### src/common/resampler_pkg.sv
package resampler_pkg;

    // sample, accumulator and output width
    localparam int SAMPLE_W = 24;

    // coefficients are Q1.15
    localparam int COEFF_W = 16;

    // scales the raw product back to sample range
    localparam int PROD_SHIFT = 15;

    // per-channel engine states
    typedef enum logic [2:0] {
        IDLE         = 3'd0,
        RESULT       = 3'd1,
        CALC_PENDING = 3'd2,
        CALC         = 3'd3,
        NEXT_PHASE   = 3'd4
    } chan_state_e;

    // owner of the shared multiplier and ROM
    typedef enum logic {
        GRANT_LEFT  = 1'b0,
        GRANT_RIGHT = 1'b1
    } grant_e;

endpackage
### src/source/resampler_stereo.sv
`timescale 1ns/1ns

module resampler_stereo #(
    parameter int FIRDEPTH     = 8,
    parameter int NUM_FIR      = 2,
    parameter int DECIM        = 1,
    parameter int MULT_LATENCY = 4,
    parameter int RB_LEN       = 16
) (
    input  logic                               clk,
    input  logic                               rst,
    input  logic [resampler_pkg::SAMPLE_W-1:0] in_data_i,
    input  logic [1:0]                         in_valid_i,
    output logic [1:0]                         in_pop_o,
    input  logic [1:0]                         out_req_i,
    output logic [resampler_pkg::SAMPLE_W-1:0] out_data_o,
    output logic [1:0]                         out_ack_o
);
    import resampler_pkg::*;

    localparam int BANK_W = $clog2(NUM_FIR) + $clog2(FIRDEPTH);
    localparam int TAP_W  = $clog2(FIRDEPTH);
    localparam int RB_AW  = $clog2(RB_LEN);

    logic [1:0]                 grant;
    logic [BANK_W-1:0]          bank_addr_ch [2];
    logic [BANK_W-1:0]          bank_addr;
    logic signed [COEFF_W-1:0]  bank_data;
    logic signed [SAMPLE_W-1:0] mpcand_ch [2];
    logic signed [COEFF_W-1:0]  mplier_ch [2];
    logic signed [SAMPLE_W-1:0] mpcand;
    logic signed [COEFF_W-1:0]  mplier;
    logic signed [SAMPLE_W-1:0] mprod;
    logic [TAP_W-1:0]           rb_offset_ch [2];
    logic [SAMPLE_W-1:0]        rb_data_ch [2];
    logic [SAMPLE_W-1:0]        out_data_ch [2];

    // idle or ungranted channels drive zeros, so OR merges the buses
    assign bank_addr  = bank_addr_ch[GRANT_LEFT] | bank_addr_ch[GRANT_RIGHT];
    assign mpcand     = mpcand_ch[GRANT_LEFT] | mpcand_ch[GRANT_RIGHT];
    assign mplier     = mplier_ch[GRANT_LEFT] | mplier_ch[GRANT_RIGHT];
    assign out_data_o = out_data_ch[GRANT_LEFT] | out_data_ch[GRANT_RIGHT];

    for (genvar ch = 0; ch < 2; ch++) begin : g_chan
        logic [RB_AW-1:0] rb_offset_ext;

        assign rb_offset_ext = RB_AW'(rb_offset_ch[ch]);

        sample_ringbuf #(
            .LEN(RB_LEN)
        ) ringbuf_inst (
            .clk(clk),
            .rst(rst),
            .wr_data_i(in_data_i),
            .wr_en_i(in_valid_i[ch]),
            .pop_i(in_pop_o[ch]),
            .offset_i(rb_offset_ext),
            .rd_data_o(rb_data_ch[ch])
        );

        polyphase_channel #(
            .FIRDEPTH(FIRDEPTH),
            .NUM_FIR(NUM_FIR),
            .DECIM(DECIM),
            .MULT_LATENCY(MULT_LATENCY)
        ) channel_inst (
            .clk(clk),
            .rst(rst),
            .grant_i(grant[ch]),
            .bank_addr_o(bank_addr_ch[ch]),
            .bank_data_i(bank_data),
            .mpcand_o(mpcand_ch[ch]),
            .mplier_o(mplier_ch[ch]),
            .mprod_i(mprod),
            .rb_pop_o(in_pop_o[ch]),
            .rb_offset_o(rb_offset_ch[ch]),
            .rb_data_i(rb_data_ch[ch]),
            .out_req_i(out_req_i[ch]),
            .out_data_o(out_data_ch[ch]),
            .out_ack_o(out_ack_o[ch])
        );
    end

    coeff_bank #(
        .FIRDEPTH(FIRDEPTH),
        .NUM_FIR(NUM_FIR)
    ) coeff_bank_inst (
        .addr_i(bank_addr),
        .coeff_o(bank_data)
    );

    pipelined_multiplier #(
        .MULT_LATENCY(MULT_LATENCY)
    ) mult_inst (
        .clk(clk),
        .rst(rst),
        .mpcand_i(mpcand),
        .mplier_i(mplier),
        .mprod_o(mprod)
    );

    channel_arbiter arbiter_inst (
        .clk(clk),
        .rst(rst),
        .out_req_i(out_req_i),
        .grant_o(grant)
    );

endmodule

### src/source/channel_arbiter.sv
`timescale 1ns/1ns

module channel_arbiter (
    input  logic       clk,
    input  logic       rst,
    input  logic [1:0] out_req_i,
    output logic [1:0] grant_o
);
    import resampler_pkg::*;

    grant_e     owner_q;
    grant_e     owner_next;
    logic [1:0] grant_q;

    // latest requester takes the shared path, left wins a tie
    always_comb begin
        owner_next = owner_q;
        if (out_req_i[0]) begin
            owner_next = GRANT_LEFT;
        end else if (out_req_i[1]) begin
            owner_next = GRANT_RIGHT;
        end
    end

    // grant is inactive in reset, one-hot afterwards
    always_ff @(posedge clk) begin
        if (rst) begin
            owner_q <= GRANT_LEFT;
            grant_q <= 2'b00;
        end else begin
            owner_q <= owner_next;
            if (owner_next == GRANT_LEFT) begin
                grant_q <= 2'b01;
            end else begin
                grant_q <= 2'b10;
            end
        end
    end

    // lands in the requester's RESULT cycle
    assign grant_o = grant_q;

endmodule

### src/polyphase_channel/polyphase_channel.sv
`timescale 1ns/1ns

module polyphase_channel #(
    parameter int FIRDEPTH     = 8,
    parameter int NUM_FIR      = 2,
    parameter int DECIM        = 1,
    parameter int MULT_LATENCY = 4
) (
    input  logic                                        clk,
    input  logic                                        rst,
    input  logic                                        grant_i,
    output logic [$clog2(NUM_FIR)+$clog2(FIRDEPTH)-1:0] bank_addr_o,
    input  logic signed [resampler_pkg::COEFF_W-1:0]    bank_data_i,
    output logic signed [resampler_pkg::SAMPLE_W-1:0]   mpcand_o,
    output logic signed [resampler_pkg::COEFF_W-1:0]    mplier_o,
    input  logic signed [resampler_pkg::SAMPLE_W-1:0]   mprod_i,
    output logic                                        rb_pop_o,
    output logic [$clog2(FIRDEPTH)-1:0]                 rb_offset_o,
    input  logic [resampler_pkg::SAMPLE_W-1:0]          rb_data_i,
    input  logic                                        out_req_i,
    output logic [resampler_pkg::SAMPLE_W-1:0]          out_data_o,
    output logic                                        out_ack_o
);
    import resampler_pkg::*;

    // NUM_FIR and FIRDEPTH are expected to be at least 2
    localparam int PH_W  = $clog2(NUM_FIR);
    localparam int TAP_W = $clog2(FIRDEPTH);

    // operand register, multiplier stages, accumulate
    localparam int PIPE_DEPTH = MULT_LATENCY + 2;
    localparam int LAST_CNT   = FIRDEPTH + PIPE_DEPTH - 1;
    localparam int CNT_W      = $clog2(LAST_CNT + 1);

    chan_state_e                state_q;
    logic [CNT_W-1:0]           depth_cnt_q;
    logic [PH_W-1:0]            phase_q;
    logic [PH_W-1:0]            dec_cnt_q;
    logic [TAP_W-1:0]           tap;
    logic signed [SAMPLE_W-1:0] sample_q;
    logic signed [COEFF_W-1:0]  coeff_q;
    logic signed [SAMPLE_W-1:0] acc_q;
    logic                       pop_q;

    always_ff @(posedge clk) begin
        if (rst) begin
            state_q     <= IDLE;
            depth_cnt_q <= '0;
            phase_q     <= '0;
            dec_cnt_q   <= '0;
            sample_q    <= '0;
            coeff_q     <= '0;
            acc_q       <= '0;
            pop_q       <= 1'b0;
        end else begin
            // operands and tap counter idle at zero
            pop_q       <= 1'b0;
            sample_q    <= '0;
            coeff_q     <= '0;
            depth_cnt_q <= '0;

            case (state_q)
                IDLE: begin
                    if (out_req_i) begin
                        state_q <= RESULT;
                    end
                end
                RESULT: begin
                    // previous sum leaves on the ack this cycle
                    acc_q   <= '0;
                    state_q <= grant_i ? CALC : CALC_PENDING;
                end
                CALC_PENDING: begin
                    if (grant_i) begin
                        state_q <= CALC;
                    end
                end
                CALC: begin
                    // fetch operands for the real taps only, zeros while draining
                    if (int'(depth_cnt_q) < FIRDEPTH) begin
                        sample_q <= rb_data_i;
                        coeff_q  <= bank_data_i;
                    end

                    // product of tap 0 arrives once the pipeline has filled
                    if (int'(depth_cnt_q) >= PIPE_DEPTH - 1) begin
                        acc_q <= acc_q + mprod_i;
                    end

                    if (int'(depth_cnt_q) == LAST_CNT) begin
                        state_q <= NEXT_PHASE;
                    end else begin
                        depth_cnt_q <= depth_cnt_q + 1'b1;
                    end
                end
                NEXT_PHASE: begin
                    if (int'(phase_q) == NUM_FIR - 1) begin
                        phase_q <= '0;
                    end else begin
                        phase_q <= phase_q + 1'b1;
                    end

                    // consume an input each time the counter wraps past NUM_FIR
                    if (int'(dec_cnt_q) >= NUM_FIR - DECIM) begin
                        dec_cnt_q <= PH_W'(int'(dec_cnt_q) + DECIM - NUM_FIR);
                        pop_q     <= 1'b1;
                    end else begin
                        dec_cnt_q <= PH_W'(int'(dec_cnt_q) + DECIM);
                    end

                    state_q <= IDLE;
                end
                default: begin
                    state_q <= IDLE;
                end
            endcase
        end
    end

    assign tap         = TAP_W'(depth_cnt_q);
    assign rb_offset_o = tap;
    assign rb_pop_o    = pop_q;

    // shared buses are ORed at the top, so stay zero without the grant
    assign bank_addr_o = grant_i ? {phase_q, tap} : '0;
    assign mpcand_o    = grant_i ? sample_q : '0;
    assign mplier_o    = grant_i ? coeff_q : '0;

    assign out_ack_o  = (state_q == RESULT);
    assign out_data_o = out_ack_o ? acc_q : '0;

endmodule

### src/source/pipelined_multiplier.sv
`timescale 1ns/1ns

module pipelined_multiplier #(
    parameter int MULT_LATENCY = 4
) (
    input  logic                                      clk,
    input  logic                                      rst,
    input  logic signed [resampler_pkg::SAMPLE_W-1:0] mpcand_i,
    input  logic signed [resampler_pkg::COEFF_W-1:0]  mplier_i,
    output logic signed [resampler_pkg::SAMPLE_W-1:0] mprod_o
);
    import resampler_pkg::*;

    localparam int FULL_W = SAMPLE_W + COEFF_W;

    logic signed [FULL_W-1:0]   full_prod;
    logic signed [SAMPLE_W-1:0] stage_q [MULT_LATENCY];

    // full precision product
    assign full_prod = mpcand_i * mplier_i;

    // scale in the first stage, then carry the 24-bit value down the chain
    always_ff @(posedge clk) begin
        if (rst) begin
            for (int i = 0; i < MULT_LATENCY; i++) begin
                stage_q[i] <= '0;
            end
        end else begin
            stage_q[0] <= SAMPLE_W'(full_prod >>> PROD_SHIFT);
            for (int i = 1; i < MULT_LATENCY; i++) begin
                stage_q[i] <= stage_q[i-1];
            end
        end
    end

    // valid MULT_LATENCY cycles after the operands
    assign mprod_o = stage_q[MULT_LATENCY-1];

endmodule

### src/source/coeff_bank.sv
`timescale 1ns/1ns

module coeff_bank #(
    parameter int FIRDEPTH = 8,
    parameter int NUM_FIR  = 2
) (
    input  logic [$clog2(NUM_FIR)+$clog2(FIRDEPTH)-1:0] addr_i,
    output logic signed [resampler_pkg::COEFF_W-1:0]    coeff_o
);
    import resampler_pkg::*;

    localparam int PH_W  = $clog2(NUM_FIR);
    localparam int TAP_W = $clog2(FIRDEPTH);
    localparam int DEPTH = NUM_FIR * FIRDEPTH;

    typedef logic signed [COEFF_W-1:0] coeff_table_t [DEPTH];

    // phase p, tap t holds (4096 >> p) * (t + 1)
    // note: phase 0 tap 7 is 32768 and wraps to -32768 in Q1.15
    function automatic coeff_table_t fill_table();
        coeff_table_t tbl;
        for (int p = 0; p < NUM_FIR; p++) begin
            for (int t = 0; t < FIRDEPTH; t++) begin
                tbl[p * FIRDEPTH + t] = COEFF_W'((4096 >> p) * (t + 1));
            end
        end
        return tbl;
    endfunction

    localparam coeff_table_t COEFFS = fill_table();

    logic [PH_W-1:0]  phase;
    logic [TAP_W-1:0] tap;

    // address is {phase, tap}
    assign phase = addr_i[TAP_W +: PH_W];
    assign tap   = addr_i[TAP_W-1:0];

    // table is laid out phase-major
    assign coeff_o = COEFFS[phase * FIRDEPTH + tap];

endmodule

### src/source/sample_ringbuf.sv
`timescale 1ns/1ns

module sample_ringbuf #(
    parameter int LEN = 16
) (
    input  logic                               clk,
    input  logic                               rst,
    input  logic [resampler_pkg::SAMPLE_W-1:0] wr_data_i,
    input  logic                               wr_en_i,
    input  logic                               pop_i,
    input  logic [$clog2(LEN)-1:0]             offset_i,
    output logic [resampler_pkg::SAMPLE_W-1:0] rd_data_o
);
    import resampler_pkg::*;

    // LEN must be a power of two, pointers wrap naturally
    localparam int AW = $clog2(LEN);

    logic [SAMPLE_W-1:0] mem [LEN];
    logic [AW-1:0]       head_q;
    logic [AW-1:0]       base_q;
    logic [AW-1:0]       rd_addr;

    // sample storage
    always_ff @(posedge clk) begin
        if (wr_en_i) begin
            mem[head_q] <= wr_data_i;
        end
    end

    // head moves on write, base on pop
    always_ff @(posedge clk) begin
        if (rst) begin
            head_q <= '0;
            base_q <= '0;
        end else begin
            if (wr_en_i) begin
                head_q <= head_q + 1'b1;
            end
            if (pop_i) begin
                base_q <= base_q + 1'b1;
            end
        end
    end

    // offset 0 is the oldest retained sample
    assign rd_addr   = base_q + offset_i;
    assign rd_data_o = mem[rd_addr];

endmodule

### config.mk
export PLATFORM = sky130hd
export DESIGN_NAME = resampler_stereo
export DESIGN_NICKNAME = d
export VERILOG_FILES = /design/src/common/resampler_pkg.sv /design/src/source/resampler_stereo.sv /design/src/source/channel_arbiter.sv /design/src/polyphase_channel/polyphase_channel.sv /design/src/source/pipelined_multiplier.sv /design/src/source/coeff_bank.sv /design/src/source/sample_ringbuf.sv
export SDC_FILE = /design/constraint.sdc
export NUM_CORES = 1
export LEC_CHECK = 0
export ABC_CLOCK_PERIOD_IN_PS = 6200
export BUFFER_PORTS_ARGS = -buffer_cell sky130_fd_sc_hd__buf_2
export CELL_PAD_IN_SITES_DETAIL_PLACEMENT = 1
export CELL_PAD_IN_SITES_GLOBAL_PLACEMENT = 1
export CORE_MARGIN = 2
export CORE_UTILIZATION = 49
export DETAILED_ROUTE_END_ITERATION = 16
export GPL_TIMING_DRIVEN = 0
export PLACE_DENSITY = 0.75
export SKIP_LAST_GASP = 1
export SLEW_MARGIN = 20
export SYNTH_ARGS = -nofsm -noshare
export SYNTH_HDL_FRONTEND = slang
export SYNTH_HIERARCHICAL = 1
export SYNTH_SLANG_ARGS = --single-unit
### constraint.sdc
create_clock -name clk -period 6.2 [get_ports clk]
set_input_delay 0 -clock clk [delete_from_list [all_inputs] [get_ports clk]]
set_output_delay 0 -clock clk [all_outputs]
set_load 0.1 [all_outputs]
==> flow_summary_export.csv <==
group,metric,value,unit
global_routing,grt_util_met1,35.1,%
power_and_ir_drop,power_density,227,nW/µm²
power_and_ir_drop,p_sw_share,21.9,%
timing,hold_viol_final,0,
routing,routed_wl,153,mm
critical_path,rr_worst_depth,25,
run_status,outcome,"finished, violations left",
timing,setup_ws,-0.583,ns
critical_path,slowest_stage,"fa_1",
clocking,ctsHtreeMaxLevel,3,
power_and_ir_drop,p_clk_share,44.0,%
timing,holdWs,0.258,ns
clocking,cts_made_buffers,103,
critical_path,critical-path-max-stage-delay,0.54,ns
final_layout,nNetsFinal,5027,
global_routing,grt_pass1_vias,37300,
floorplanning,die_height,341,µm
final_layout,layout_common_cells,"edfxtp_1, inv_1, nand2_1",
synthesis,yosysWarnings,6,
final_layout,final_common_cell,"edfxtp_1",
final_layout,final_area,63700,µm²
placed_design,place_congestion,0.869,
floorplanning,coreArea,112000,µm²
synthesis,syn_area,55600,µm²
run_status,violations,"setup timing",
clocking,clock-sinks,1030,
clocking,clk_latency,0.71,ns
final_layout,fin_util,56.6,%
critical_path,cpMostUsedCell,"fa_1",
routing,ant_nets,0,
critical_path,crit_buf_inv,7,
final_layout,instances_no_fill,6052,
critical_path,reg2reg_from,"arbiter_inst/grant_o[0]$_SDFF_PP0_",
power_and_ir_drop,ir_drop,0.000279,V
final_layout,area_growth,14.5,%
power_and_ir_drop,comb_power_share,4.0,%
global_routing,grt_use_total,26.6,%
synthesis,synthFlopType,"edfxtp_1",
floorplanning,die_area,116000,µm²
timing,period_share,109,%
critical_path,cp-end-kind,"register",
floorplanning,core.rowCount,123,
synthesis,syn-instance-count,4195,
clocking,clk_root_buffer_cell,"clkbuf_16",
timing,setup_violations,24,
critical_path,required,6.78,ns
timing,slew_headroom,28.2,%
final_layout,drive_gt1_share,16.7,%
timing,worst_slew_pin_slew,1.07,ns
global_routing,grt_max_degree,33,
placed_design,place_inst,5763,
worst_hold_path,hp-class,"in -> reg",
floorplanning,die_w,341,µm
routing,drt_iter0_markers,2669,
power_and_ir_drop,switching_power,0.00316,W
power_and_ir_drop,seq_power_share,52.0,%
critical_path,crit_type,"reg -> reg",
global_routing,met2_usage,45.4,%
synthesis,synth_edf_count,768,
critical_path,r2r_slack,-0.58,ns
timing,max_freq,0.147,GHz
critical_path,cp.arrival,7.37,ns
worst_hold_path,hold_path_depth,3,
worst_hold_path,min_to,"arbiter_inst/owner_q$_SDFF_PP0_",
power_and_ir_drop,power.internal,0.0113,W
global_routing,grt_overflow,0,
synthesis,synthArstFlopShare,0,%
floorplanning,start_util,49.5,%
flow_run,cap_viol_max_count,0,
clocking,cts_tree,"yes",
synthesis,ys_seq_area_share,50.9,%
routing,drt-pass1-iter-count,5,
routing,num_vias,34600,
placed_design,post-place-ws,-1.68,ns
timing,layout_min_cycle_time,6.78,ns
power_and_ir_drop,power_leakage,25.0,nW
global_routing,antenna_found_initial,4,
worst_hold_path,hp-start,"rst",
routing,vias_per_cell,5.71,
critical_path,crit_fanout,8,
floorplanning,io_pins,58,
clocking,cts.clk_slew.worst_paths,0.07,ns
routing,wl_per_cell,25.3,µm
synthesis,syn_area_per_cell,13.3,µm²
global_routing,grt_use_met3,3.21,%
placed_design,placed_cell_area,58500,µm²
timing,rsz0062_at_grt,"true",
timing,clock-skew-final,0.0615,ns
critical_path,startpoint_type,"register",
critical_path,critPathTopFamily,"adder cells",
routing,drc_errors,0,
global_routing,top_usage_layer,"met2",
global_routing,grt_pass1_wl,231,mm
synthesis,ys_types,91,
critical_path,r2r_end,"mult_inst/stage_q[0][22]$_SDFF_PP0_",
placed_design,io_buffers,55,
clocking,clockBufferDepth,3,
timing,slew_violations,0,
synthesis,synth-seq-cells,1030,
placed_design,dp_hpwl,106,mm
-- sequential cells by signal (all words and copies together), names as in the netlist, 2 cells and up --
register,cells
g_chan.channel_inst/acc_q,48
g_chan.channel_inst/coeff_q,32
g_chan.channel_inst/dec_cnt_q,2
g_chan.channel_inst/depth_cnt_q,8
g_chan.channel_inst/phase_q,2
g_chan.channel_inst/rb_pop_o,2
g_chan.channel_inst/sample_q,48
g_chan.channel_inst/state_q,6
g_chan.ringbuf_inst/base_q,8
g_chan.ringbuf_inst/head_q,8
g_chan.ringbuf_inst/mem,768
mult_inst/stage_q,96
-- power groups by stage --
stage                     combinational [W]  sequential, W  clock [W]
after global placement             0.000506        0.00764          0
after global routing               0.000604        0.00751    0.00669
after floorplan                    0.000266        0.00764          0
after detailed placement           0.000528        0.00765          0
final                              0.000570        0.00751    0.00635
after CTS                          0.000559        0.00750    0.00646
-- worst reg2reg max path: stages (launching register included) --
cell	delay (ns)
dfxtp_2	0.33
buf_12	0.15
buf_8	0.15
and2_4	0.12
or2_4	0.28
buf_4	0.17
and2_1	0.18
fa_1	0.55
inv_1	0.10
fa_1	0.49
fa_1	0.52
inv_1	0.05
fa_1	0.47
fa_1	0.52
inv_1	0.05
fa_1	0.50
inv_1	0.07
ha_4	0.30
nand4_1	0.19
nor2_4	0.19
and4b_1	0.25
a21boi_4	0.24
o2111ai_4	0.17
and4b_4	0.24
o21bai_4	0.11
mux2_4	0.30
-- kinds of logic (layout without fill, tap and decap cells) --
family,Yosys count,count (layout),share of synthesized area [%]
buffers and inverters,708,1053,5.49
adder cells (fa/ha/maj),534,534,17.0
other,2,14,0.0135
AND/OR/NAND/NOR,1215,1215,11.4
multiplexers,204,204,8.43
AO/OA/AOI/OAI,405,405,5.21
flip-flops,1030,1030,50.9
XOR/XNOR,97,97,1.53
-- per-stage QoR --
step | power [W] | TNS (ns)
2_1_floorplan | 0.00790 | -0.0708
3_3_place_gp | 0.00815 | -30.13
3_5_place_dp | 0.00818 | -31.30
4_1_cts | 0.0145 | -10.15
5_1_grt | 0.0148 | -14.41
6_report | 0.0144 | -8.86
-- layer usage --
| metal | vias to the layer above | part of all wire, % |
|---|---|---|
| met5 | - | 0 |
| met4 | 0 | 3.5 |
| met3 | 261 | 5.2 |
| met2 | 1096 | 51 |
| met1 | 18200 | 41 |
| li1 | 15000 | - |
-- worst max-delay path by stage --
stage	from	endpoint	slack, ns	cells past startpoint
detailed placement	arbiter_inst/grant_o[0]$_SDFF_PP0_	mult_inst/stage_q[0][22]$_SDFF_PP0_	-1.68	24
floorplan	arbiter_inst/owner_q$_SDFF_PP0_	mult_inst/stage_q[0][22]$_SDFF_PP0_	-0.07	26
global route	arbiter_inst/grant_o[0]$_SDFF_PP0_	mult_inst/stage_q[0][22]$_SDFF_PP0_	-0.81	25
finish	arbiter_inst/grant_o[0]$_SDFF_PP0_	mult_inst/stage_q[0][22]$_SDFF_PP0_	-0.58	25
CTS	arbiter_inst/grant_o[0]$_SDFF_PP0_	mult_inst/stage_q[0][22]$_SDFF_PP0_	-0.59	24
global placement	arbiter_inst/grant_o[0]$_SDFF_PP0_	mult_inst/stage_q[0][22]$_SDFF_PP0_	-1.64	24
-- layout make-up --
cell class                 count  area (µm²)
inverter                     478        1810
timing repair buffer         154        1220
multi-input combinational   2468       25100
fill                       11000       48800
clock buffer                 140        2880
tap                         1500        1880
antenna                        1        2.50
buffer                       228        1930
sequential                  1030       28300
clock inverter                53         604
-- Yosys cell counts (5+ instances only) --
| cell | count | area (µm²) |
|---|---|---|
| and2_1 | 357 | 2230 |
| buf_4 | 25 | 188 |
| a21oi_2 | 5 | 43.8 |
| fa_1 | 371 | 7430 |
| or2_1 | 69 | 432 |
| nand2_1 | 366 | 1370 |
| o211ai_1 | 101 | 758 |
| buf_6 | 12 | 135 |
| a31oi_1 | 12 | 75.1 |
| clkbuf_1 | 147 | 552 |
| a21oi_1 | 84 | 420 |
| o21ai_1 | 9 | 45.0 |
| nand4_1 | 18 | 113 |
| ha_1 | 163 | 2040 |
| mux2i_1 | 10 | 100 |
| nand3_1 | 72 | 360 |
| mux4_2 | 128 | 2880 |
| nor3b_1 | 9 | 67.6 |
| a21o_1 | 26 | 195 |
| nor2b_1 | 79 | 494 |
| xor2_1 | 39 | 342 |
| buf_12 | 10 | 200 |
| o21bai_1 | 8 | 60.1 |
| edfxtp_1 | 768 | 23100 |
| a211o_1 | 51 | 447 |
| inv_1 | 477 | 1790 |
| buf_2 | 33 | 165 |
| o21ai_0 | 40 | 200 |
| nand2b_1 | 11 | 68.8 |
| dfxtp_1 | 262 | 5250 |
| nor2_1 | 112 | 420 |
| or2_2 | 6 | 37.5 |
| nor3_1 | 26 | 130 |
| xnor2_1 | 58 | 508 |
| and3_1 | 60 | 375 |
| mux4_1 | 64 | 1680 |
| a22oi_1 | 5 | 37.5 |
| o21a_1 | 5 | 37.5 |
| or3_1 | 5 | 31.3 |
| a22o_1 | 12 | 105 |
| a211oi_1 | 11 | 82.6 |
-- repair_timing --
item                                    in CTS  in global routing
hold buffers                                31                  0
endpoints found under the hold margin      776                  0
resized for setup                          148                 82
cloned                                       1                  3
buffers inserted                            32                 30
endpoints found under the setup margin      24                 24
pin swaps                                   42                 53
Power figures use the tool's default switching activity.
